[config.mk]
export PLATFORM = sky130hd
export DESIGN_NAME = local_interco
export DESIGN_NICKNAME = d
export VERILOG_FILES = /design/src/rtl/group_pkg.sv /design/src/rtl/local_interco.sv
export SDC_FILE = /design/constraint.sdc
export NUM_CORES = 1
export LEC_CHECK = 0
export BUFFER_PORTS_ARGS = -buffer_cell sky130_fd_sc_hd__buf_2
export CORE_MARGIN = 2
export CORE_UTILIZATION = 35
export DETAILED_ROUTE_END_ITERATION = 8
export PLACE_DENSITY_LB_ADDON = 0.1
export SYNTH_ARGS = -nofsm -noshare
export SYNTH_HDL_FRONTEND = slang
export SYNTH_SLANG_ARGS = --single-unit
export TNS_END_PERCENT = 50
[constraint.sdc]
create_clock -name clk_i -period 5.3 [get_ports clk_i]
set_input_delay 0 -clock clk_i [delete_from_list [all_inputs] [get_ports clk_i]]
set_output_delay 0 -clock clk_i [all_outputs]
set_load 0.05 [all_outputs]
[src/rtl/group_pkg.sv]
/*
 * Tile group constants, address field positions and shared types
 */
`default_nettype none

package group_pkg;

  // ------------------------------
  // Counts
  // ------------------------------
  localparam int unsigned NumTiles     = 4;
  localparam int unsigned NumCorePorts = 4;
  // DMA sits on the highest initiator index
  localparam int unsigned NumInit      = NumCorePorts + 1;
  localparam int unsigned DmaIdx       = NumInit - 1;
  localparam int unsigned BankRows     = 64;

  // ------------------------------
  // Widths
  // ------------------------------
  localparam int unsigned DataWidth = 32;
  localparam int unsigned StrbWidth = DataWidth / 8;
  localparam int unsigned AddrWidth = 12;
  localparam int unsigned IniBits   = $clog2(NumInit);

  // Byte address layout, low end first
  localparam int unsigned ByteOffBits = 2;
  localparam int unsigned TileBits    = $clog2(NumTiles);
  localparam int unsigned GroupBits   = 2;
  localparam int unsigned RowBits     = 6;
  localparam int unsigned GroupLsb    = ByteOffBits + TileBits;
  localparam int unsigned RowLsb      = GroupLsb + GroupBits;

  typedef logic [TileBits-1:0]  tile_idx_t;
  typedef logic [RowBits-1:0]   row_t;
  typedef logic [IniBits-1:0]   ini_idx_t;
  typedef logic [DataWidth-1:0] data_t;
  typedef logic [StrbWidth-1:0] strb_t;
  typedef logic [AddrWidth-1:0] addr_t;

  typedef enum logic {
    TCDM_READ  = 1'b0,
    TCDM_WRITE = 1'b1
  } tcdm_op_e;

endpackage

`default_nettype wire

[src/rtl/local_interco.sv]
/*
 * Local interconnect with one round-robin arbiter per tile,
 * driving bank strobes and initiator grants
 */
`default_nettype none

module local_interco
  import group_pkg::*;
(
  input  logic                  clk_i,
  input  logic                  rst_i,
  // Initiator side
  input  logic [NumInit-1:0]    req_valid_i,
  input  tile_idx_t             tile_i [NumInit],
  input  row_t                  row_i [NumInit],
  input  tcdm_op_e              op_i [NumInit],
  input  data_t                 wdata_i [NumInit],
  input  strb_t                 strb_i [NumInit],
  input  logic [NumInit-1:0]    slot_free_i,
  output logic [NumInit-1:0]    req_ready_o,
  output logic [NumInit-1:0]    rd_issue_o,
  // Bank side
  output logic [NumTiles-1:0]   bank_req_o,
  output tcdm_op_e              bank_op_o [NumTiles],
  output row_t                  bank_row_o [NumTiles],
  output data_t                 bank_wdata_o [NumTiles],
  output strb_t                 bank_strb_o [NumTiles],
  output ini_idx_t              bank_ini_o [NumTiles]
);

  logic [NumInit-1:0] gnt [NumTiles];

  // ------------------------------
  // Per-tile arbitration
  // ------------------------------
  for (genvar t = 0; t < NumTiles; t++) begin : gen_tile
    logic [NumInit-1:0] elig;
    ini_idx_t           rr_q;
    ini_idx_t           winner;
    logic               found;

    // Only initiators without an open read may compete
    always_comb begin
      for (int i = 0; i < NumInit; i++) begin
        elig[i] = req_valid_i[i] && (tile_i[i] == tile_idx_t'(t)) && slot_free_i[i];
      end
    end

    // First eligible initiator at or after the pointer
    always_comb begin
      int unsigned cand;
      found  = 1'b0;
      winner = rr_q;
      for (int unsigned k = 0; k < NumInit; k++) begin
        cand = rr_q + k;
        if (cand >= NumInit) begin
          cand = cand - NumInit;
        end
        if (!found && elig[cand]) begin
          found  = 1'b1;
          winner = ini_idx_t'(cand);
        end
      end
    end

    always_ff @(posedge clk_i) begin
      if (rst_i) begin
        rr_q <= '0;
      end else if (found) begin
        rr_q <= (winner == ini_idx_t'(NumInit - 1)) ? '0 : winner + 1'b1;
      end
    end

    assign gnt[t] = found ? (NumInit'(1) << winner) : '0;

    assign bank_req_o[t]   = found;
    assign bank_op_o[t]    = op_i[winner];
    assign bank_row_o[t]   = row_i[winner];
    assign bank_wdata_o[t] = wdata_i[winner];
    assign bank_strb_o[t]  = strb_i[winner];
    assign bank_ini_o[t]   = winner;
  end

  // ------------------------------
  // Grant collection
  // ------------------------------
  always_comb begin
    req_ready_o = '0;
    for (int t = 0; t < NumTiles; t++) begin
      req_ready_o = req_ready_o | gnt[t];
    end
  end

  // A granted read opens the initiator's response slot
  always_comb begin
    for (int i = 0; i < NumInit; i++) begin
      rd_issue_o[i] = req_ready_o[i] && (op_i[i] == TCDM_READ);
    end
  end

endmodule

`default_nettype wire

==> reports/metrics.yaml <==
setup_path:
  max_stage_delay_ns: 0.71
  critPathMaxFanout: 67
  critPathArrivalTime_ns: 5.03
  worst-setup-path-type: "reg2out"
  path_cells: "inv_1 > ha_1 > inv_1 > ha_1 > o31a_1 > o22ai_1 > mux2i_1 > nand3_1 > nand3_1 > o21ai_0 > a22oi_2 > nor2_2 > inv_4 > buf_4 > mux2i_1 > o221ai_1 > buf_2"
  cp.required_ns: 5.30
  worst_setup_path_start_kind: "flip-flop"
  end_kind: "output port"
  critPathSlowestCell: "buf_4"
grt:
  overflow: 0
  grt_max_degree: 68
  grt_pass1_vias: 16100
  antenna_found_initial: 18
  grt_usage: 0.325
  grt_pass1_wl_mm: 99.3
die:
  start_util: 0.355
  rows: 70
  die_y_um: 197
  core_um2: 36500
  ios: 435
  dieArea_um2: 38600
  die_w_um: 197
detailed_routing:
  vias: 16700
  viasPerCell: 6.62
  wire_per_inst_um: 26.2
  wirelength_mm: 66.1
  drtIter0Drc: 1763
  drc: 0
  final_antenna_net_count: 0
  dr.pass1.iters: 5
sta:
  finalHoldViolCount: 0
  fin_setup_tns_ns: 0
  rsz0062_at_grt: "false"
  maxSlewViolCount: 0
  fin_crit_ns: 5.03
  setup_viol: 0
  fmax_ghz: 0.199
  fin_crit_sh: 0.948
  finClkSkew_ns: 0.00113
  tightest_slew_ns: 1.06
  worst_slew_margin_rel: 0.280
clock_network:
  htree_levels: 1
  post_cts_buffers: 0
  clk_pin_slew_worst_paths_ns: 0.05
  clkLatencyLatePin_ns: 0.25
  cts-root-buf: "clkbuf_16"
  cts_resized: 0
  cts_made_buffers: 3
  clk_path_buf_depth: 2
  clkSinkCount: 12
  cts_tree: "yes"
  postCtsHoldBufs: 0
cells_and_area:
  final.fill_count: 3835
  syn_to_final_growth_pct: 20.7
  seqCellArea_um2: 240
  largest_reg_flops: 12
  largest_register: "gen_tile.rr_q"
  reg.largest.list: "gen_tile.rr_q x12"
  multi_input_area_um2: 11700
  layout_common_cells: "434 x buf_2, 249 x mux2i_1, 146 x nor2_1, 120 x nand3_1, 85 x a221o_1"
  drive_gt1_frac: 0.307
  final_common_cell: "buf_2"
  layout.nets: 2342
yosys:
  yosysSeqAreaShare: 0.0185
  syn_inst: 1701
  synth_fp_nets: 1998
  synth_area_leader_cell: "mux2i_1"
  synth_area_leaders: "mux2i_1 19%, a221o_1 6.6%, ha_1 5.8%"
  synth_top_cell_area_share: 0.192
  synth-seq-cells: 12
  synth_area_um2: 13000
  synth.distinct_cells: 115
  synthArstFlopShare: 0
  synth_top_flop_cell: "dfxtp_1"
  synth_area_per_cell_um2: 7.63
  synth_edf_count: 0
  yosysWarnings: 0
placement:
  io_buffers: 434
  place_congestion: 0.981
  dp_hpwl_mm: 48.0
job:
  max-cap-violations: 0
worst_hold_path:
  hp-class: "in2reg"
status:
  status: "finished, final reports clean"
## cell families after synthesis
logic type | synth area share
compound gates | 0.348
simple gates | 0.203
mux | 0.276
buf+inv | 0.0800
fa+ha+maj | 0.0579
xor+xnor | 0.0167
flops | 0.0185
## routing by layer
metal	part of all wire	routed length (um)	up-vias	global-route usage
met1	0.42	27800	8164	0.434
met2	0.45	29700	923	0.520
met3	0.090	5930	172	0.0577
li1	-	-	7472	-
met5	0.00053	35	-	0
met4	0.040	2630	6	0.124
## critical path, delay by kind of cell, from the launching register on
family | cells | cell delay (ns)
AO/OA/AOI/OAI | 5 | 1.31
adder cells (fa/ha/maj) | 2 | 0.60
flip-flops | 1 | 0.30
AND/OR/NAND/NOR | 3 | 0.48
buffers and inverters | 5 | 1.45
multiplexers | 2 | 0.47
## synth_stat cells (all sizes together), types with 16 or more instances
cell	number
ha	60
o22ai	56
a211o	53
clkbuf	36
nor2	149
a221o	85
nand3	122
nand2b	18
nor3	16
mux2i	251
a21o	52
o21ai	72
inv	41
nand2	68
a21oi	51
mux2	93
buf	116
a211oi	21
o221ai	44
## area by class of cell
cell class / count / share of cell area
repair buffers: 491 / 0.179
multi-input cells: 1493 / 0.750
diodes: 18 / 0.00288
flip-flops and latches: 12 / 0.0153
inverters: 44 / 0.0107
clock buffers: 3 / 0.00479
well taps: 468 / 0.0374
## path summary, 6_finish.rpt
kind         depth (start not counted)                start             endpoint  slack (ns)
max                                 17  gen_tile[2].rr_q[1]       bank_strb_o[6]        0.27
min reg2reg                          3  gen_tile[2].rr_q[1]  gen_tile[2].rr_q[1]        0.66
min                                  2                rst_i  gen_tile[3].rr_q[2]        0.14
max reg2reg                         13  gen_tile[0].rr_q[1]  gen_tile[0].rr_q[2]        0.70
## metrics by stage
stage	instances	instance area, um2	util	worst slack (ns)	hold WS [ns]
floorplan	1701	13000	-	0.218	0.0728
global placement	2508	15500	0.425	0.634	0.389
detailed placement	2508	15500	0.425	0.662	0.395
CTS	2511	15600	0.428	0.390	0.139
global route	2523	15600	0.428	0.00233	0.150
finish	2529	15700	0.429	0.274	0.136
Power is left out: the tool's default activity adds up to more than one toggle a clock period on the data nets, which glitch-free logic cannot reach.
