**src/rtl/group_pkg.sv**
```systemverilog
/*
 * Tile group constants, address field positions and shared types
 */
`default_nettype none

package group_pkg;

  // ------------------------------
  // Counts
  // ------------------------------
  localparam int unsigned NumTiles     = 4;
  localparam int unsigned NumCorePorts = 4;
  // DMA sits on the highest initiator index
  localparam int unsigned NumInit      = NumCorePorts + 1;
  localparam int unsigned DmaIdx       = NumInit - 1;
  localparam int unsigned BankRows     = 64;

  // ------------------------------
  // Widths
  // ------------------------------
  localparam int unsigned DataWidth = 32;
  localparam int unsigned StrbWidth = DataWidth / 8;
  localparam int unsigned AddrWidth = 12;
  localparam int unsigned IniBits   = $clog2(NumInit);

  // Byte address layout, low end first
  localparam int unsigned ByteOffBits = 2;
  localparam int unsigned TileBits    = $clog2(NumTiles);
  localparam int unsigned GroupBits   = 2;
  localparam int unsigned RowBits     = 6;
  localparam int unsigned GroupLsb    = ByteOffBits + TileBits;
  localparam int unsigned RowLsb      = GroupLsb + GroupBits;

  typedef logic [TileBits-1:0]  tile_idx_t;
  typedef logic [RowBits-1:0]   row_t;
  typedef logic [IniBits-1:0]   ini_idx_t;
  typedef logic [DataWidth-1:0] data_t;
  typedef logic [StrbWidth-1:0] strb_t;
  typedef logic [AddrWidth-1:0] addr_t;

  typedef enum logic {
    TCDM_READ  = 1'b0,
    TCDM_WRITE = 1'b1
  } tcdm_op_e;

endpackage

`default_nettype wire

```
**src/rtl/tcdm_bank.sv**
```systemverilog
/*
 * Single-port word bank with byte-enable writes and a registered,
 * initiator-tagged read port
 */
`default_nettype none

module tcdm_bank
  import group_pkg::*;
#(
  parameter int unsigned BankRows = group_pkg::BankRows
) (
  input  logic     clk_i,
  input  logic     rst_i,
  input  logic     req_i,
  input  tcdm_op_e op_i,
  input  row_t     row_i,
  input  data_t    wdata_i,
  input  strb_t    strb_i,
  input  ini_idx_t ini_i,
  output logic     rd_valid_o,
  output data_t    rd_data_o,
  output ini_idx_t rd_ini_o
);

  data_t    mem_q [BankRows];
  logic     rd_valid_q;
  data_t    rd_data_q;
  ini_idx_t rd_ini_q;

  // Byte-masked write
  always_ff @(posedge clk_i) begin
    if (req_i && (op_i == TCDM_WRITE)) begin
      for (int b = 0; b < StrbWidth; b++) begin
        if (strb_i[b]) begin
          mem_q[row_i][8*b +: 8] <= wdata_i[8*b +: 8];
        end
      end
    end
  end

  // ------------------------------
  // Read port
  // ------------------------------
  always_ff @(posedge clk_i) begin
    if (req_i && (op_i == TCDM_READ)) begin
      rd_data_q <= mem_q[row_i];
      rd_ini_q  <= ini_i;
    end
  end

  always_ff @(posedge clk_i) begin
    if (rst_i) begin
      rd_valid_q <= 1'b0;
    end else begin
      rd_valid_q <= req_i && (op_i == TCDM_READ);
    end
  end

  assign rd_valid_o = rd_valid_q;
  assign rd_data_o  = rd_data_q;
  assign rd_ini_o   = rd_ini_q;

endmodule

`default_nettype wire

```
**config.mk**
```make
export PLATFORM = sky130hd
export DESIGN_NAME = tcdm_bank
export DESIGN_NICKNAME = d
export VERILOG_FILES = /design/src/rtl/group_pkg.sv /design/src/rtl/tcdm_bank.sv
export SDC_FILE = /design/constraint.sdc
export NUM_CORES = 2
export LEC_CHECK = 0
export BUFFER_PORTS_ARGS = -buffer_cell sky130_fd_sc_hd__buf_4
export CAP_MARGIN = 0
export CORE_ASPECT_RATIO = 1.4
export CORE_UTILIZATION = 40
export CTS_CLUSTER_SIZE = 40
export DETAILED_ROUTE_END_ITERATION = 6
export GPL_TIMING_DRIVEN = 0
export HOLD_SLACK_MARGIN = 0.06
export PLACE_DENSITY = 0.54
export SYNTH_ARGS = -nofsm -noshare
export SYNTH_HDL_FRONTEND = slang
export SYNTH_SLANG_ARGS = --single-unit
```
**constraint.sdc**
```tcl
create_clock -name clk_i -period 3.8 [get_ports clk_i]
set_input_delay 0.38 -clock clk_i [delete_from_list [all_inputs] [get_ports clk_i]]
set_output_delay 0.38 -clock clk_i [all_outputs]
set_load 0.01 [all_outputs]
```
==> results.md <==
- Status: complete, but fails checks
- Failing checks: max-capacitance violations, max-slew violations, negative setup slack
- Standard cell with the maximum stage delay on the critical path: sky130_fd_sc_hd__clkbuf_2
- Final HPWL from detailed placement: 223000 um
- Worst Max-Slew Pin Slew: 1830 ps
- Startpoint Class: input pin
- Die width: 380 um
- Maximum number of pins on one net before global-route repair: 65
- Global-route total usage across every layer: 31.5%
- IR Drop Worst-Case VDD: 0.000383 V
- Final cell utilization of the core: 45.7%
- Mapped Area: 0.0799 mm^2
- Required time worst endpoint: 4270 ps
- Leading post-synthesis cells by cell area: sky130_fd_sc_hd__edfxtp_1 (78%), sky130_fd_sc_hd__a221oi_1 (3.8%), sky130_fd_sc_hd__mux4_2 (2.5%)
- DRC viols: 0
- Via count of the routed design: 49200
- Count of H-tree levels built during CTS: 4
- Number of register bits inferred by synthesis: 2084
- Critical-path cell list: buf_6 > buf_4 > nor3b_2 > clkbuf_2 > nand2_1 > nor2_1
- Top cell type by total area after synthesis: sky130_fd_sc_hd__edfxtp_1
- Cells after Synth: 4577
- Top-level I/O count: 85
- Floorplan die height: 531 um
- Share of final-layout standard cells stronger than drive strength 1: 14.2%
- Final setup vio count: 351
- Final estimated routing congestion in global placement: 1.04
- Slew Limit Fails: 33
- Clock tree buffer depth: 4
- Setup slack of the critical path after layout: -330 ps
- Final ANT Viol Nets: 0
- Design Area, Final: 0.0905 mm^2
- Commonest cells in the synthesized netlist: sky130_fd_sc_hd__edfxtp_1 (2083), sky130_fd_sc_hd__nor2_1 (412), sky130_fd_sc_hd__a221oi_1 (347), sky130_fd_sc_hd__a22oi_1 (238), sky130_fd_sc_hd__clkbuf_1 (179)
- Number of global-route vias before repair: 47100
- Count of TritonRoute iterations in the first routing pass: 6
- Worst-case headroom to the max-slew limit: -23.1%
- Number of violations reported at the end of detailed-routing iteration 0: 8164
- Clock network latency to the later pin of the worst-skew pair: 890 ps
- Quantity of I/O buffers inserted on ports: 82
- Dominant cell by count in the synthesized netlist: sky130_fd_sc_hd__edfxtp_1
- Area of placed instances: 0.0839 mm^2
- Worst clock skew: 51.6 ps
- Share of the clock period used by the worst path after layout: 109%
- Total power density per cell area: 528 mW/mm^2
- Area fraction of the dominant cell type after synthesis: 78.3%
- Hold Worst Slack: 118 ps
- Largest stage delay on the critical path: 1070 ps
- Post-Syn Nets: 4626
- TritonCTS clock tree: yes
- Synth-to-Final Area Change: 13.3%
- Data arrival time of the critical path: 4600 ps
- CTS Buf Count: 197
- Average routed wire per standard cell: 41.9 um
- Post-synth cell types: 53
- Final Hold Vio Count: 0
- Post-detailed-routing wire length: 322000 um
- First-pass GRT wire length: 422000 um
- Clock-pin transition on the worst setup and hold timing paths: 70 ps
- Core ar.: 0.198 mm^2
- Kind of path behind the tightest hold check: input pin to flip-flop
- Total die area: 0.201 mm^2
- Number of flops mapped to enable cells by yosys: 2083
- Unrepaired setup endpoints after global routing: yes
- Static Leak: 27.9 nW
- Clock root buffer master: sky130_fd_sc_hd__clkbuf_16
- Mean area per synthesized cell: 17.5 um^2
- Global route total overflow: 0
- Total number of placement rows: 193
- Starting Density: 40.3%
- Max-cap viol count: 5
- Critical Path Fanout Max: 10
- Startpoint-to-endpoint class of the critical path: input pin to flip-flop
- Critical Path Sink Type: flip-flop
- Initial antenna violation count: 48
- Asr flop ratio synth: 0%
- Post-layout net count: 4927
- Achievable frequency: 0.242 GHz
- Final min period: 4130 ps
- Main flop type after synthesis: sky130_fd_sc_hd__edfxtp_1
- Number of clock sinks: 2084
- Proportion of synthesized chip area in sequential cells: 78.3%
- Count of warnings emitted by yosys: 0
- Vias per inst: 6.40
worst paths after layout:
kind                               startpoint       endpoint  slack, ps  cells past startpoint
worst max register to register   mem_q[24][8]   rd_data_o[8]        570                      5
worst min-delay path              wdata_i[29]   mem_q[0][29]        120                      1
worst max-delay path                 row_i[2]  mem_q[52][31]       -330                      6
worst min register to register  mem_q[12][13]  rd_data_o[13]        730                      3
power by group:
| part | internal, W | switching [W] | total [W] | leakage [nW] |
|---|---|---|---|---|
| clock network | 0.0105 | 0.00865 | 0.0192 | 2.96 |
| logic | 0.000721 | 0.00254 | 0.00326 | 6.24 |
| registers | 0.0254 | 0.0000173 | 0.0254 | 18.7 |
| total | 0.0366 | 0.0112 | 0.0478 | 27.9 |
timing repair:
action / 4_1_cts / 5_1_grt
setup endpoints to repair: 278 / 28
buffers inserted: 3 / 0
hold buffers: 6 / 0
pin swaps: 7 / 1
hold endpoints to repair: 39 / 0
gates resized for setup: 89 / 9
through the flow:
stage	instances	total power, W	setup slack (ps)	TNS (ps)
2_1_floorplan	4577	0.0271	1340	0
3_3_place_gp	7291	0.0290	-2810	-2296470
3_5_place_dp	7299	0.0290	-1990	-987340
4_1_cts	7653	0.0477	0.595	0
5_1_grt	7678	0.0486	-24.4	-70.1
6_report	7689	0.0478	-330	-35910
registers in the layout (all words and copies together), names as in the netlist:
| register | cells |
|---|---|
| rd_valid_o | 1 |
| rd_data_o | 32 |
| mem_q | 2048 |
| rd_ini_o | 3 |
layout make-up:
class | count | area (um^2)
diodes | 33 | 82.6
flip-flops and latches | 2084 | 62600
plain buffers | 357 | 1660
multi-input cells | 2130 | 16000
inverters | 6 | 22.5
fillers | 17100 | 107000
well taps | 2632 | 3290
clock inverters | 105 | 835
repair buffers | 102 | 878
clock buffers | 240 | 5180
logic make-up after synthesis:
logic type | count (synthesis) | synth area share, %
AO/OA/AOI/OAI | 1147 | 10.6
buffers and inverters | 363 | 2.09
flip-flops | 2084 | 78.3
multiplexers | 305 | 5.28
AND/OR/NAND/NOR | 678 | 3.65
worst max-delay path: cells and delay by family:
| family | cells | cell delay, ps |
|---|---|---|
| simple gates | 3 | 2370 |
| buf+inv | 3 | 1750 |
per-layer routing:
| layer | GRT usage [%] | part of all wire, % |
|---|---|---|
| met1 | 36.2 | 33 |
| met2 | 51.3 | 47 |
| met3 | 6.19 | 9.5 |
| met4 | 26.0 | 9.7 |
| met5 | 0 | 0.034 |
placed cells by master (no fill, tap or decap), types with 93 or more instances in the layout:
master	count
sky130_fd_sc_hd__a22oi_1	238
sky130_fd_sc_hd__nor2_1	377
sky130_fd_sc_hd__buf_4	106
sky130_fd_sc_hd__buf_2	113
sky130_fd_sc_hd__clkbuf_16	200
sky130_fd_sc_hd__mux2i_1	169
sky130_fd_sc_hd__o22ai_1	93
sky130_fd_sc_hd__a221oi_1	347
sky130_fd_sc_hd__clkbuf_1	210
sky130_fd_sc_hd__o21ai_0	94
sky130_fd_sc_hd__nand2_1	125
sky130_fd_sc_hd__edfxtp_1	2083
sky130_fd_sc_hd__a21oi_1	147
No activity file was read; power rests on OpenSTA's default activity.
