[config.mk]
export PLATFORM = sky130hd
export DESIGN_NAME = resp_route
export DESIGN_NICKNAME = d
export VERILOG_FILES = /design/src/rtl/group_pkg.sv /design/src/rtl/resp_route.sv
export SDC_FILE = /design/constraint.sdc
export NUM_CORES = 1
export LEC_CHECK = 0
export BUFFER_PORTS_ARGS = -buffer_cell sky130_fd_sc_hd__buf_2
export CAP_MARGIN = 40
export CORE_MARGIN = 1
export CORE_UTILIZATION = 40
export DETAILED_ROUTE_END_ITERATION = 6
export GPL_ROUTABILITY_DRIVEN = 0
export SLEW_MARGIN = 0
export SYNTH_ARGS = -nofsm -noshare
export SYNTH_HDL_FRONTEND = slang
export SYNTH_SLANG_ARGS = --single-unit
[constraint.sdc]
create_clock -name clk_i -period 8.5 [get_ports clk_i]
set_clock_uncertainty 0.15 [all_clocks]
set_input_delay 1.275 -clock clk_i [delete_from_list [all_inputs] [get_ports clk_i]]
set_output_delay 1.275 -clock clk_i [all_outputs]
set_load 0.01 [all_outputs]
[src/rtl/group_pkg.sv]
/*
 * Tile group constants, address field positions and shared types
 */
`default_nettype none

package group_pkg;

  // ------------------------------
  // Counts
  // ------------------------------
  localparam int unsigned NumTiles     = 4;
  localparam int unsigned NumCorePorts = 4;
  // DMA sits on the highest initiator index
  localparam int unsigned NumInit      = NumCorePorts + 1;
  localparam int unsigned DmaIdx       = NumInit - 1;
  localparam int unsigned BankRows     = 64;

  // ------------------------------
  // Widths
  // ------------------------------
  localparam int unsigned DataWidth = 32;
  localparam int unsigned StrbWidth = DataWidth / 8;
  localparam int unsigned AddrWidth = 12;
  localparam int unsigned IniBits   = $clog2(NumInit);

  // Byte address layout, low end first
  localparam int unsigned ByteOffBits = 2;
  localparam int unsigned TileBits    = $clog2(NumTiles);
  localparam int unsigned GroupBits   = 2;
  localparam int unsigned RowBits     = 6;
  localparam int unsigned GroupLsb    = ByteOffBits + TileBits;
  localparam int unsigned RowLsb      = GroupLsb + GroupBits;

  typedef logic [TileBits-1:0]  tile_idx_t;
  typedef logic [RowBits-1:0]   row_t;
  typedef logic [IniBits-1:0]   ini_idx_t;
  typedef logic [DataWidth-1:0] data_t;
  typedef logic [StrbWidth-1:0] strb_t;
  typedef logic [AddrWidth-1:0] addr_t;

  typedef enum logic {
    TCDM_READ  = 1'b0,
    TCDM_WRITE = 1'b1
  } tcdm_op_e;

endpackage

`default_nettype wire

[src/rtl/resp_route.sv]
/*
 * Response return with one slot per initiator, loaded from the bank
 * that carries the initiator's index
 */
`default_nettype none

module resp_route
  import group_pkg::*;
(
  input  logic                clk_i,
  input  logic                rst_i,
  input  logic [NumInit-1:0]  rd_issue_i,
  // Bank read returns
  input  logic [NumTiles-1:0] rd_valid_i,
  input  data_t               rd_data_i [NumTiles],
  input  ini_idx_t            rd_ini_i [NumTiles],
  // Initiator response ports
  input  logic [NumInit-1:0]  resp_ready_i,
  output logic [NumInit-1:0]  resp_valid_o,
  output data_t               resp_rdata_o [NumInit],
  output logic [NumInit-1:0]  slot_free_o
);

  for (genvar i = 0; i < NumInit; i++) begin : gen_slot
    logic  hit;
    data_t hit_data;
    logic  pend_q;
    logic  held_q;
    data_t data_q;

    // At most one bank returns for a given initiator
    always_comb begin
      hit      = 1'b0;
      hit_data = rd_data_i[0];
      for (int t = 0; t < NumTiles; t++) begin
        if (rd_valid_i[t] && (rd_ini_i[t] == ini_idx_t'(i))) begin
          hit      = 1'b1;
          hit_data = rd_data_i[t];
        end
      end
    end

    // ------------------------------
    // Slot state
    // ------------------------------
    always_ff @(posedge clk_i) begin
      if (rst_i) begin
        pend_q <= 1'b0;
        held_q <= 1'b0;
      end else begin
        if (rd_issue_i[i]) begin
          pend_q <= 1'b1;
        end else if (hit) begin
          pend_q <= 1'b0;
        end
        if (hit) begin
          held_q <= 1'b1;
        end else if (held_q && resp_ready_i[i]) begin
          held_q <= 1'b0;
        end
      end
    end

    always_ff @(posedge clk_i) begin
      if (hit) begin
        data_q <= hit_data;
      end
    end

    assign resp_valid_o[i] = held_q;
    assign resp_rdata_o[i] = data_q;
    assign slot_free_o[i]  = !pend_q && !held_q;
  end

endmodule

`default_nettype wire

==> results of run 1 <==
==> state kept, by name (all words and copies together) (netlist names) <==
register,count
gen_slot.pend_q,5
gen_slot.held_q,5
gen_slot.data_q,160
==> routing by layer <==
| layer | vias up | GRT usage |
|---|---|---|
| li1 | 4303 | - |
| met1 | 4675 | 0.390 |
| met2 | 522 | 0.491 |
| met3 | 77 | 0.0575 |
| met4 | 0 | 0.114 |
| met5 | - | 0 |
==> power breakdown <==
group	internal (mW)	switching (mW)	total [mW]
logic	0.186	0.280	0.466
clock network	0.404	0.355	0.759
registers	1.03	0.0438	1.07
total	1.62	0.679	2.30
==> layout make-up <==
| class | count | area (sq um) |
|---|---|---|
| inverter | 5 | 18.8 |
| antenna | 5 | 12.5 |
| tap | 335 | 419 |
| multi-input combinational | 700 | 5220 |
| timing repair buffer | 351 | 2000 |
| clock buffer | 18 | 429 |
| fill | 2379 | 12800 |
| clock inverter | 13 | 120 |
| sequential | 170 | 5000 |
==> layout by cell type (no fill, tap or decap), types with 6 or more instances in the layout <==
| cell | synthesis | final |
|---|---|---|
| a211oi_1 | 89 | 89 |
| edfxtp_1 | 160 | 160 |
| nor3_1 | 160 | 160 |
| buf_16 | 0 | 6 |
| clkinvlp_4 | 0 | 6 |
| mux2i_1 | 160 | 160 |
| buf_2 | 23 | 325 |
| nand2b_1 | 9 | 9 |
| nor2_1 | 165 | 165 |
| buf_4 | 5 | 15 |
| dfxtp_1 | 10 | 10 |
| clkbuf_16 | 0 | 17 |
| a211oi_2 | 71 | 71 |
==> worst reg2reg max path, stage by stage, from the launching register on <==
cell and delay (ps):
dfxtp_1 320, nor2b_1 130, o21ba_2 180
==> cells by family after synthesis <==
group	count (synthesis)
buf+inv	111
flops	170
compound gates	170
simple gates	370
mux	160
==> worst max path at each step <==
stage                startpoint                          endpoint  cells after the start
global placement    rd_ini_i[1]  gen_slot[0].data_q[23]$_DFFE_PP_                      4
finish              rd_ini_i[1]  gen_slot[0].data_q[30]$_DFFE_PP_                      5
CTS                 rd_ini_i[1]  gen_slot[0].data_q[30]$_DFFE_PP_                      5
detailed placement  rd_ini_i[1]  gen_slot[0].data_q[25]$_DFFE_PP_                      5
floorplan           rd_ini_i[8]   gen_slot[0].data_q[0]$_DFFE_PP_                      4
global route        rd_ini_i[1]  gen_slot[0].data_q[30]$_DFFE_PP_                      5
==> metrics by stage <==
stage               utilization  total power, mW
floorplan                     -             1.30
global placement          0.476             1.54
detailed placement        0.486             1.55
CTS                       0.507             2.30
global route              0.507             2.37
finish                    0.507             2.30
==> flow_metrics.py, run 1 <==
metrics = {
    "placement": {
        "placed_cells": 1561,
        "place_ws_ps": 4360,
        "placed_cell_area_sq_mm": 0.0127,
        "numPortBuffers": 325,
        "dpl.hpwl_um": 26900,
    },
    "setup_path": {
        "slowest_stage": "or4b_2",
        "cp_max_fo": 24,
        "rr_startpoint": "gen_slot[1].held_q$_SDFFE_PP0P_",
        "reg2reg_slack_ps": 7610,
        "crit_type": "in -> reg",
        "startpoint_type": "primary input",
        "slowest_delay_ps": 910,
        "crit_path_end_kind": "flip-flop",
        "crit_family": "simple AND/OR/NAND/NOR gates",
        "critPathArrivalTime_ps": 3660,
        "cp_num_buf_inv": 3,
        "reg2reg_to": "gen_slot[1].held_q$_SDFFE_PP0P_",
        "required_ps": 8440,
        "path_cells": "buf_2, or4b_2, buf_16, nand4_1, buf_4",
        "reg2reg_depth": 2,
    },
    "detailed_routing": {
        "ant_nets": 0,
        "route.met3.wl_um": 3310,
        "first_pass_iters": 5,
        "met2_wirelength_um": 19400,
        "drc": 0,
        "wl_um": 40600,
        "dr.first_iter.drc_count": 776,
        "routedWlPerCell_um": 25.4,
        "highest_layer": "met4",
        "vias_per_cell": 6.00,
        "wirelength_met1_um": 16900,
        "dr_total_vias": 9577,
    },
    "power_and_ir_drop": {
        "leakagePower_nw": 5.73,
        "p_per_area_mw_per_mm2": 174,
        "peakVddDrop_mv": 0.104,
    },
    "global_route": {
        "grt_pass1_wl_um": 59700,
        "antenna_found_initial": 5,
        "grt_start_max_net_pins": 35,
        "track_usage": 0.299,
        "grt_pass1_vias": 9603,
        "overflow": 0,
    },
    "clock_tree": {
        "cts.path.max_buffers": 2,
        "ctsResizeCount": 0,
        "cts_hold_buf": 0,
        "cts_inserted_buffers": 17,
        "clock_sinks": 170,
        "clk_latency_ps": 420,
        "post-cts-setup-buffers": 0,
        "cts_root_buf": "clkbuf_16",
        "path_clk_slew_ps": 70,
        "cts_tree": "yes",
        "htree_num_levels": 4,
    },
    "floorplan": {
        "ios": 326,
        "dieWidth_um": 165,
        "core_area_sq_mm": 0.0261,
        "rows": 59,
        "die_h_um": 165,
        "start_util": 0.407,
        "die_area_sq_mm": 0.0272,
    },
    "status": {
        "status": "finished, final reports clean",
    },
    "synthesis": {
        "ys_top_cells_by_area": "edfxtp_1 45%, mux2i_1 15%, a211oi_2 8.4%",
        "yosysSeqAreaShare": 0.472,
        "synth_top_area_cell": "edfxtp_1",
        "ys.flop_type": "edfxtp_1",
        "synth_top_family_by_area": "simple AND/OR/NAND/NOR gates",
        "synth_compound_area_frac": 0.155,
        "async_reset_ff_frac": 0,
        "synth.distinct_cells": 29,
        "yosysWarnings": 0,
        "syn_inst": 981,
        "synth_commonest_cells": "165 x nor2_1, 160 x edfxtp_1, 160 x mux2i_1, 160 x nor3_1, 89 x a211oi_1",
        "synth_nets": 1137,
        "yosysTopAreaCellShare": 0.453,
        "muxShareOfSynthArea": 0.151,
        "synth_fa_ha_area_frac": 0,
        "avgSynthCellArea_sq_um": 10.8,
        "synth-edff-count": 160,
        "synth.ff_latch_count": 170,
        "synth_xor_area_frac": 0,
        "yosysMostFrequentCell": "nor2_1",
        "yosys.area_share.simple": 0.171,
        "syn_area_sq_mm": 0.0106,
    },
    "job": {
        "max_cap_violations": 0,
    },
    "worst_hold_path": {
        "min_from": "gen_slot[2].pend_q$_SDFFE_PP0P_",
        "hp-class": "reg -> reg",
        "whs_endpoint": "gen_slot[2].pend_q$_SDFFE_PP0P_",
        "min_path_cells": 2,
    },
    "cells_and_area": {
        "design_area_sq_mm": 0.0132,
        "nNetsFinal": 1401,
        "area_growth_pct": 24.6,
        "layout.cells.non_filler": 1597,
        "drive_gt1_frac": 0.379,
    },
    "timing": {
        "max_freq_ghz": 0.269,
        "tns_ps": 0,
        "rsz0062_at_grt": "no",
        "slew_headroom": 0.368,
        "hold_viol": 0,
        "drv_slew": 0,
        "holdWs_ps": 330,
        "post-route-min-period_ps": 3710,
        "worstMarginPinSlew_ps": 948,
        "setup_slack_ps": 4790,
        "post-route-period-util": 0.437,
        "setup_viol": 0,
    },
}
Note: power is estimated with default switching activity, not from simulation.
==> run 2: changes to the inputs <==
--- a/config.mk
+++ b/config.mk
@@ -5,6 +5,7 @@
 export SDC_FILE = /design/constraint.sdc
 export NUM_CORES = 1
 export LEC_CHECK = 0
+export ABC_AREA = 1
 export BUFFER_PORTS_ARGS = -buffer_cell sky130_fd_sc_hd__buf_2
 export CAP_MARGIN = 40
 export CORE_MARGIN = 1
==> constraint.sdc (replaced) <==
create_clock -name clk_i -period 3.6 [get_ports clk_i]
set_clock_uncertainty 0.15 [all_clocks]
set_input_delay 0.54 -clock clk_i [delete_from_list [all_inputs] [get_ports clk_i]]
set_output_delay 0.54 -clock clk_i [all_outputs]
set_load 0.01 [all_outputs]
==> run 2 against run 1 <==
  * The flow now finishes with violations (DRC)
  * Wire length barely moved
  * Global-route usage decreased by 1.0 points
  * Largest power group unchanged
  * Die area increased by 3.1%
  * Hold slack worse by 180 ps
  * Critical endpoint is now gen_slot[3].data_q[22]$_DFFE_PP_
  * Area after synthesis grew 3.1%
  * Clock-buffer cell count decreased by 1
  * Sequential share of layout area down 0.28 points
  * Cell area rose by 0.75%
  * Flip-flop and latch count unchanged
  * Clock power rose to 2.6 times the previous value
  * Total power increased by 140%
==> flow_metrics.py, run 2 <==
metrics = {
    "status": {
        "status": "complete, but fails checks",
        "violations": "DRC",
    },
    "cells_and_area": {
        "area_growth_pct": 21.8,
        "regArea_sq_mm": 0.00500,
        "finish.utilization": 0.496,
        "layout.cells.non_filler": 2061,
        "regMostFlops": "gen_slot.data_q",
        "design_area_sq_mm": 0.0133,
        "layout_common_cells": "325 x buf_2, 239 x nand2_1, 214 x inv_1, 186 x nor2_1, 161 x a21oi_1",
        "fill_cells": 2650,
        "drive_gt1_frac": 0.245,
        "reg_top3": "gen_slot.data_q: 160 flops, gen_slot.held_q: 5 flops, gen_slot.pend_q: 5 flops",
        "nNetsFinal": 1860,
        "multi_input_area_sq_mm": 0.00458,
        "largest_reg_flops": 160,
        "layout_commonest_cell": "buf_2",
    },
    "detailed_routing": {
        "dr.first_iter.drc_count": 1039,
        "vias_per_cell": 5.50,
        "drc": 10,
        "ant_nets": 0,
        "dr_total_vias": 11331,
        "wl_um": 40600,
        "first_pass_iters": 7,
        "routedWlPerCell_um": 19.7,
    },
    "timing": {
        "max_freq_ghz": 0.475,
        "tns_ps": 0,
        "slew_headroom": 0.435,
        "drv_slew": 0,
        "holdWs_ps": 154,
        "hold_viol": 0,
        "setup_slack_ps": 1490,
        "setup_viol": 0,
        "post-route-period-util": 0.585,
        "rsz0062_at_grt": "no",
        "worstMarginPinSlew_ps": 848,
        "post-route-min-period_ps": 2110,
    },
    "worst_hold_path": {
        "min_from": "rd_issue_i[0]",
        "hp-class": "in -> reg",
        "min_path_cells": 3,
        "whs_endpoint": "gen_slot[0].pend_q$_SDFFE_PP0P_",
    },
    "floorplan": {
        "ios": 326,
        "start_util": 0.407,
        "dieWidth_um": 167,
        "core_area_sq_mm": 0.0269,
        "rows": 60,
        "die_area_sq_mm": 0.0280,
        "die_h_um": 167,
    },
    "synthesis": {
        "synth_commonest_cells": "244 x nand2_1, 218 x inv_1, 186 x nor2_1",
        "synth_top_area_cell": "edfxtp_1",
        "synth-edff-count": 160,
        "synth_nets": 1595,
        "ys_top_cells_by_area": "edfxtp_1 44%, nand2_1 8.4%, inv_1 7.5%",
        "yosysMostFrequentCell": "nand2_1",
        "synth.distinct_cells": 29,
        "yosysTopAreaCellShare": 0.439,
        "async_reset_ff_frac": 0,
        "yosysWarnings": 0,
        "syn_inst": 1439,
        "syn_area_sq_mm": 0.0109,
        "avgSynthCellArea_sq_um": 7.60,
        "synth.ff_latch_count": 170,
        "ys.flop_type": "edfxtp_1",
        "yosysSeqAreaShare": 0.458,
    },
    "setup_path": {
        "reg2reg_slack_ps": 2750,
        "crit_type": "in -> reg",
        "cp_max_fo": 24,
        "required_ps": 3730,
        "crit_path_end_kind": "flip-flop",
        "rr_startpoint": "gen_slot[3].held_q$_SDFFE_PP0P_",
        "startpoint_type": "primary input",
        "reg2reg_to": "gen_slot[3].held_q$_SDFFE_PP0P_",
        "reg2reg_depth": 4,
        "critPathArrivalTime_ps": 2240,
    },
    "global_route": {
        "track_usage": 0.289,
        "grt_start_max_net_pins": 66,
        "antenna_found_initial": 4,
        "grt_pass1_wl_um": 61700,
        "grt_pass1_vias": 10640,
        "overflow": 0,
    },
    "placement": {
        "place_ws_ps": 1100,
        "placed_cells": 2026,
        "dpl.hpwl_um": 26800,
        "numPortBuffers": 325,
        "placed_cell_area_sq_mm": 0.0127,
    },
    "power_and_ir_drop": {
        "total_power_mw": 5.57,
        "leakagePower_nw": 6.07,
        "p_per_area_mw_per_mm2": 418,
        "peakVddDrop_mv": 0.245,
    },
    "clock_tree": {
        "clk_latency_ps": 440,
        "cts_root_buf": "clkbuf_16",
        "cts.path.max_buffers": 2,
        "path_clk_slew_ps": 80,
        "clock_sinks": 170,
        "cts_inserted_buffers": 17,
        "post-cts-setup-buffers": 0,
        "ctsResizeCount": 0,
        "cts_tree": "yes",
        "htree_num_levels": 4,
        "cts_hold_buf": 0,
    },
    "job": {
        "max_cap_violations": 0,
    },
}
run 2: worst max-delay path by stage:
stage	start	endpoint	depth (start not counted)
2_1_floorplan	rd_valid_i[2]	gen_slot[2].data_q[0]$_DFFE_PP_	6
3_3_place_gp	rd_ini_i[8]	gen_slot[0].data_q[20]$_DFFE_PP_	6
3_5_place_dp	rd_ini_i[5]	gen_slot[3].data_q[25]$_DFFE_PP_	7
4_1_cts	rd_ini_i[5]	gen_slot[3].data_q[22]$_DFFE_PP_	7
5_1_grt	rd_valid_i[2]	gen_slot[1].data_q[12]$_DFFE_PP_	7
6_report	rd_ini_i[5]	gen_slot[3].data_q[22]$_DFFE_PP_	7
run 2: kinds of logic (layout without fill, tap and decap cells):
family | count (synthesis) | count (layout) | share of synthesized area
DFF | 170 | 170 | 0.458
buffers and inverters | 327 | 605 | 0.129
other | 0 | 3 | 0
and+or+nand+nor | 484 | 484 | 0.178
AOI/OAI and AO/OA | 458 | 458 | 0.236
run 2: power by group:
| group | internal [mW] | switching, mW | total, mW |
|---|---|---|---|
| logic | 0.391 | 0.706 | 1.10 |
| clock network | 1.06 | 0.898 | 1.95 |
| registers | 2.43 | 0.0882 | 2.52 |
run 2: area by class of cell:
type / instances / area share
tap: 341 / 0.0320
clock buffer: 17 / 0.0319
multi-input combinational: 942 / 0.344
inverter: 224 / 0.0631
timing repair buffer: 349 / 0.139
clock inverter: 15 / 0.0134
antenna: 3 / 0.000564
sequential: 170 / 0.376
run 2: per-layer routing:
metal / track usage / share of wire / up-vias
met5: 0 / 0.00025 / -
met1: 0.383 / 0.42 / 5298
met2: 0.464 / 0.46 / 633
met3: 0.0579 / 0.088 / 72
met4: 0.113 / 0.028 / 2
li1: - / - / 5326
run 2: critical path, stage by stage:
cell	delay, ps
buf_2	140
nor2_8	170
nand3_2	300
inv_2	550
buf_4	300
a21oi_1	80
a21oi_1	150
==> run 3: changes to the inputs <==
--- a/config.mk
+++ b/config.mk
@@ -5,13 +5,14 @@
 export SDC_FILE = /design/constraint.sdc
 export NUM_CORES = 1
 export LEC_CHECK = 0
-export ABC_AREA = 1
+export ABC_AREA = 0
 export BUFFER_PORTS_ARGS = -buffer_cell sky130_fd_sc_hd__buf_2
 export CAP_MARGIN = 40
 export CORE_MARGIN = 1
 export CORE_UTILIZATION = 40
 export DETAILED_ROUTE_END_ITERATION = 6
 export GPL_ROUTABILITY_DRIVEN = 0
+export PLACE_DENSITY = 0.67
 export SLEW_MARGIN = 0
 export SYNTH_ARGS = -nofsm -noshare
 export SYNTH_HDL_FRONTEND = slang
==> constraint.sdc (replaced) <==
create_clock -name clk_i -period 1.7 [get_ports clk_i]
set_clock_uncertainty 0.15 [all_clocks]
set_input_delay 0.255 -clock clk_i [delete_from_list [all_inputs] [get_ports clk_i]]
set_output_delay 0.255 -clock clk_i [all_outputs]
set_load 0.01 [all_outputs]
==> run 3 against run 2 <==
  * The run still ends with DRC left
  * Largest cell class is now multi-input gates
  * Via count fell by 9.8%
  * Flip-flop and latch count unchanged
  * Register-to-register slack worse by 2000 ps
  * Cell area increased by 8.9%
  * Final cell count decreased by 18%
  * Die area is 3.0% lower
  * Sequential share of layout area is 3.1 points lower
  * Non-clock buffer count rose by 101
  * Hold slack got worse by 140 ps
  * Sequential power increased by 110%
  * Clock-buffer cell count unchanged
==> flow_metrics.py, run 3 (synthesis gave the netlist of run 1 again) <==
metrics = {
    "global_route": {
        "overflow": 0,
        "grt_start_max_net_pins": 30,
        "track_usage": 0.304,
        "grt_pass1_vias": 10092,
        "antenna_found_initial": 2,
        "grt_pass1_wl_um": 60200,
    },
    "setup_path": {
        "slowest_delay_ps": 760,
        "critPathArrivalTime_ps": 1790,
        "crit_family": "simple AND/OR/NAND/NOR gates",
        "required_ps": 1820,
        "cp_num_buf_inv": 2,
        "slowest_stage": "or4bb_2",
        "crit_path_end_kind": "flip-flop",
        "startpoint_type": "primary input",
        "cp_max_fo": 17,
        "path_cells": "buf_2, or4bb_2, and2_4, buf_12, a211oi_2",
        "reg2reg_slack_ps": 790,
        "crit_type": "in -> reg",
    },
    "cells_and_area": {
        "layout_common_cells": "325 x buf_2, 164 x nor2_1, 160 x mux2i_1, 160 x edfxtp_1, 156 x nor3_1",
        "regMostFlops": "gen_slot.data_q",
        "design_area_sq_mm": 0.0145,
        "multi_input_area_sq_mm": 0.00536,
        "area_growth_pct": 36.7,
        "drive_gt1_frac": 0.442,
        "largest_reg_flops": 160,
        "regArea_sq_mm": 0.00500,
        "finish.utilization": 0.556,
        "layout.cells.non_filler": 1694,
        "reg_top3": "gen_slot.data_q: 160 flops, gen_slot.held_q: 5 flops, gen_slot.pend_q: 5 flops",
        "layout_commonest_cell": "buf_2",
        "fill_cells": 2255,
        "nNetsFinal": 1500,
    },
    "placement": {
        "placed_cells": 1655,
        "numPortBuffers": 325,
        "dpl.hpwl_um": 29600,
        "placed_cell_area_sq_mm": 0.0139,
    },
    "detailed_routing": {
        "dr.first_iter.drc_count": 928,
        "highest_layer": "met4",
        "drc": 1,
        "vias_per_cell": 6.04,
        "first_pass_iters": 7,
        "dr_total_vias": 10226,
        "route.met3.wl_um": 3900,
        "wirelength_met1_um": 16200,
        "ant_nets": 0,
        "met2_wirelength_um": 19800,
        "wl_um": 41600,
        "routedWlPerCell_um": 24.6,
    },
    "timing": {
        "drv_slew": 0,
        "slew_headroom": 0.692,
        "holdWs_ps": 9.84,
        "post-route-period-util": 0.981,
        "tns_ps": 0,
        "setup_viol": 0,
        "post-route-min-period_ps": 1670,
        "rsz0062_at_grt": "no",
        "max_freq_ghz": 0.600,
        "hold_viol": 0,
        "worstMarginPinSlew_ps": 455,
    },
    "floorplan": {
        "dieWidth_um": 165,
        "die_h_um": 165,
        "ios": 326,
        "core_area_sq_mm": 0.0261,
        "start_util": 0.407,
        "die_area_sq_mm": 0.0272,
        "rows": 59,
    },
    "clock_tree": {
        "cts_tree": "yes",
        "htree_num_levels": 4,
        "clk_latency_ps": 430,
        "clock_sinks": 170,
        "cts.path.max_buffers": 2,
        "path_clk_slew_ps": 70,
        "cts_inserted_buffers": 17,
        "cts_root_buf": "clkbuf_16",
    },
    "worst_hold_path": {
        "hp-class": "in -> reg",
    },
    "status": {
        "status": "complete, but fails checks",
        "violations": "DRC",
    },
    "job": {
        "max_cap_violations": 0,
    },
    "power_and_ir_drop": {
        "p_per_area_mw_per_mm2": 814,
        "leakagePower_nw": 6.39,
        "peakVddDrop_mv": 0.496,
    },
}
run 3: area by class of cell:
type,instances,area share
clock buffer,17,0.0293
antenna,2,0.000345
tap,335,0.0289
inverter,5,0.00129
clock inverter,15,0.00932
multi-input combinational,700,0.370
timing repair buffer,450,0.216
sequential,170,0.345
run 3: metal layers:
metal | track usage | vias to the layer above
met5 | 0 | -
met4 | 0.153 | 0
met3 | 0.0563 | 124
met2 | 0.499 | 713
met1 | 0.382 | 4906
li1 | - | 4483
run 3: worst reg2reg max path: stages, from the launching register on:
cell and delay (ps):
dfxtp_1 330, nor2b_1 140, o21ba_4 200
run 3: power breakdown:
group / total (mW) / switching [mW] / internal, mW
Sequential: 5.34 / 0.199 / 5.14
Combinational: 2.62 / 1.48 / 1.14
Clock: 3.83 / 1.90 / 1.93
run 3: timing repair:
item | 4_1_cts | 5_1_grt
endpoints found under the setup margin | 0 | 12
buffers inserted | 0 | 0
resized for setup | 0 | 5
hold buffers | 5 | 0
hold endpoints to repair | 5 | 0
run 3: final timing paths:
kind	cells after the start	endpoint	from
max reg2reg	2	gen_slot[1].held_q$_SDFFE_PP0P_	gen_slot[1].held_q$_SDFFE_PP0P_
min	3	gen_slot[3].held_q$_SDFFE_PP0P_	resp_ready_i[3]
max	5	gen_slot[1].data_q[18]$_DFFE_PP_	rd_ini_i[4]
min reg2reg	2	gen_slot[3].pend_q$_SDFFE_PP0P_	gen_slot[3].pend_q$_SDFFE_PP0P_
run 3: through the flow:
step	total power, mW	setup slack [ps]
finish	11.8	32.3
global route	12.2	1.74
CTS	11.8	21.7
detailed placement	8.01	-438
global placement	7.98	-426
floorplan	6.60	-768
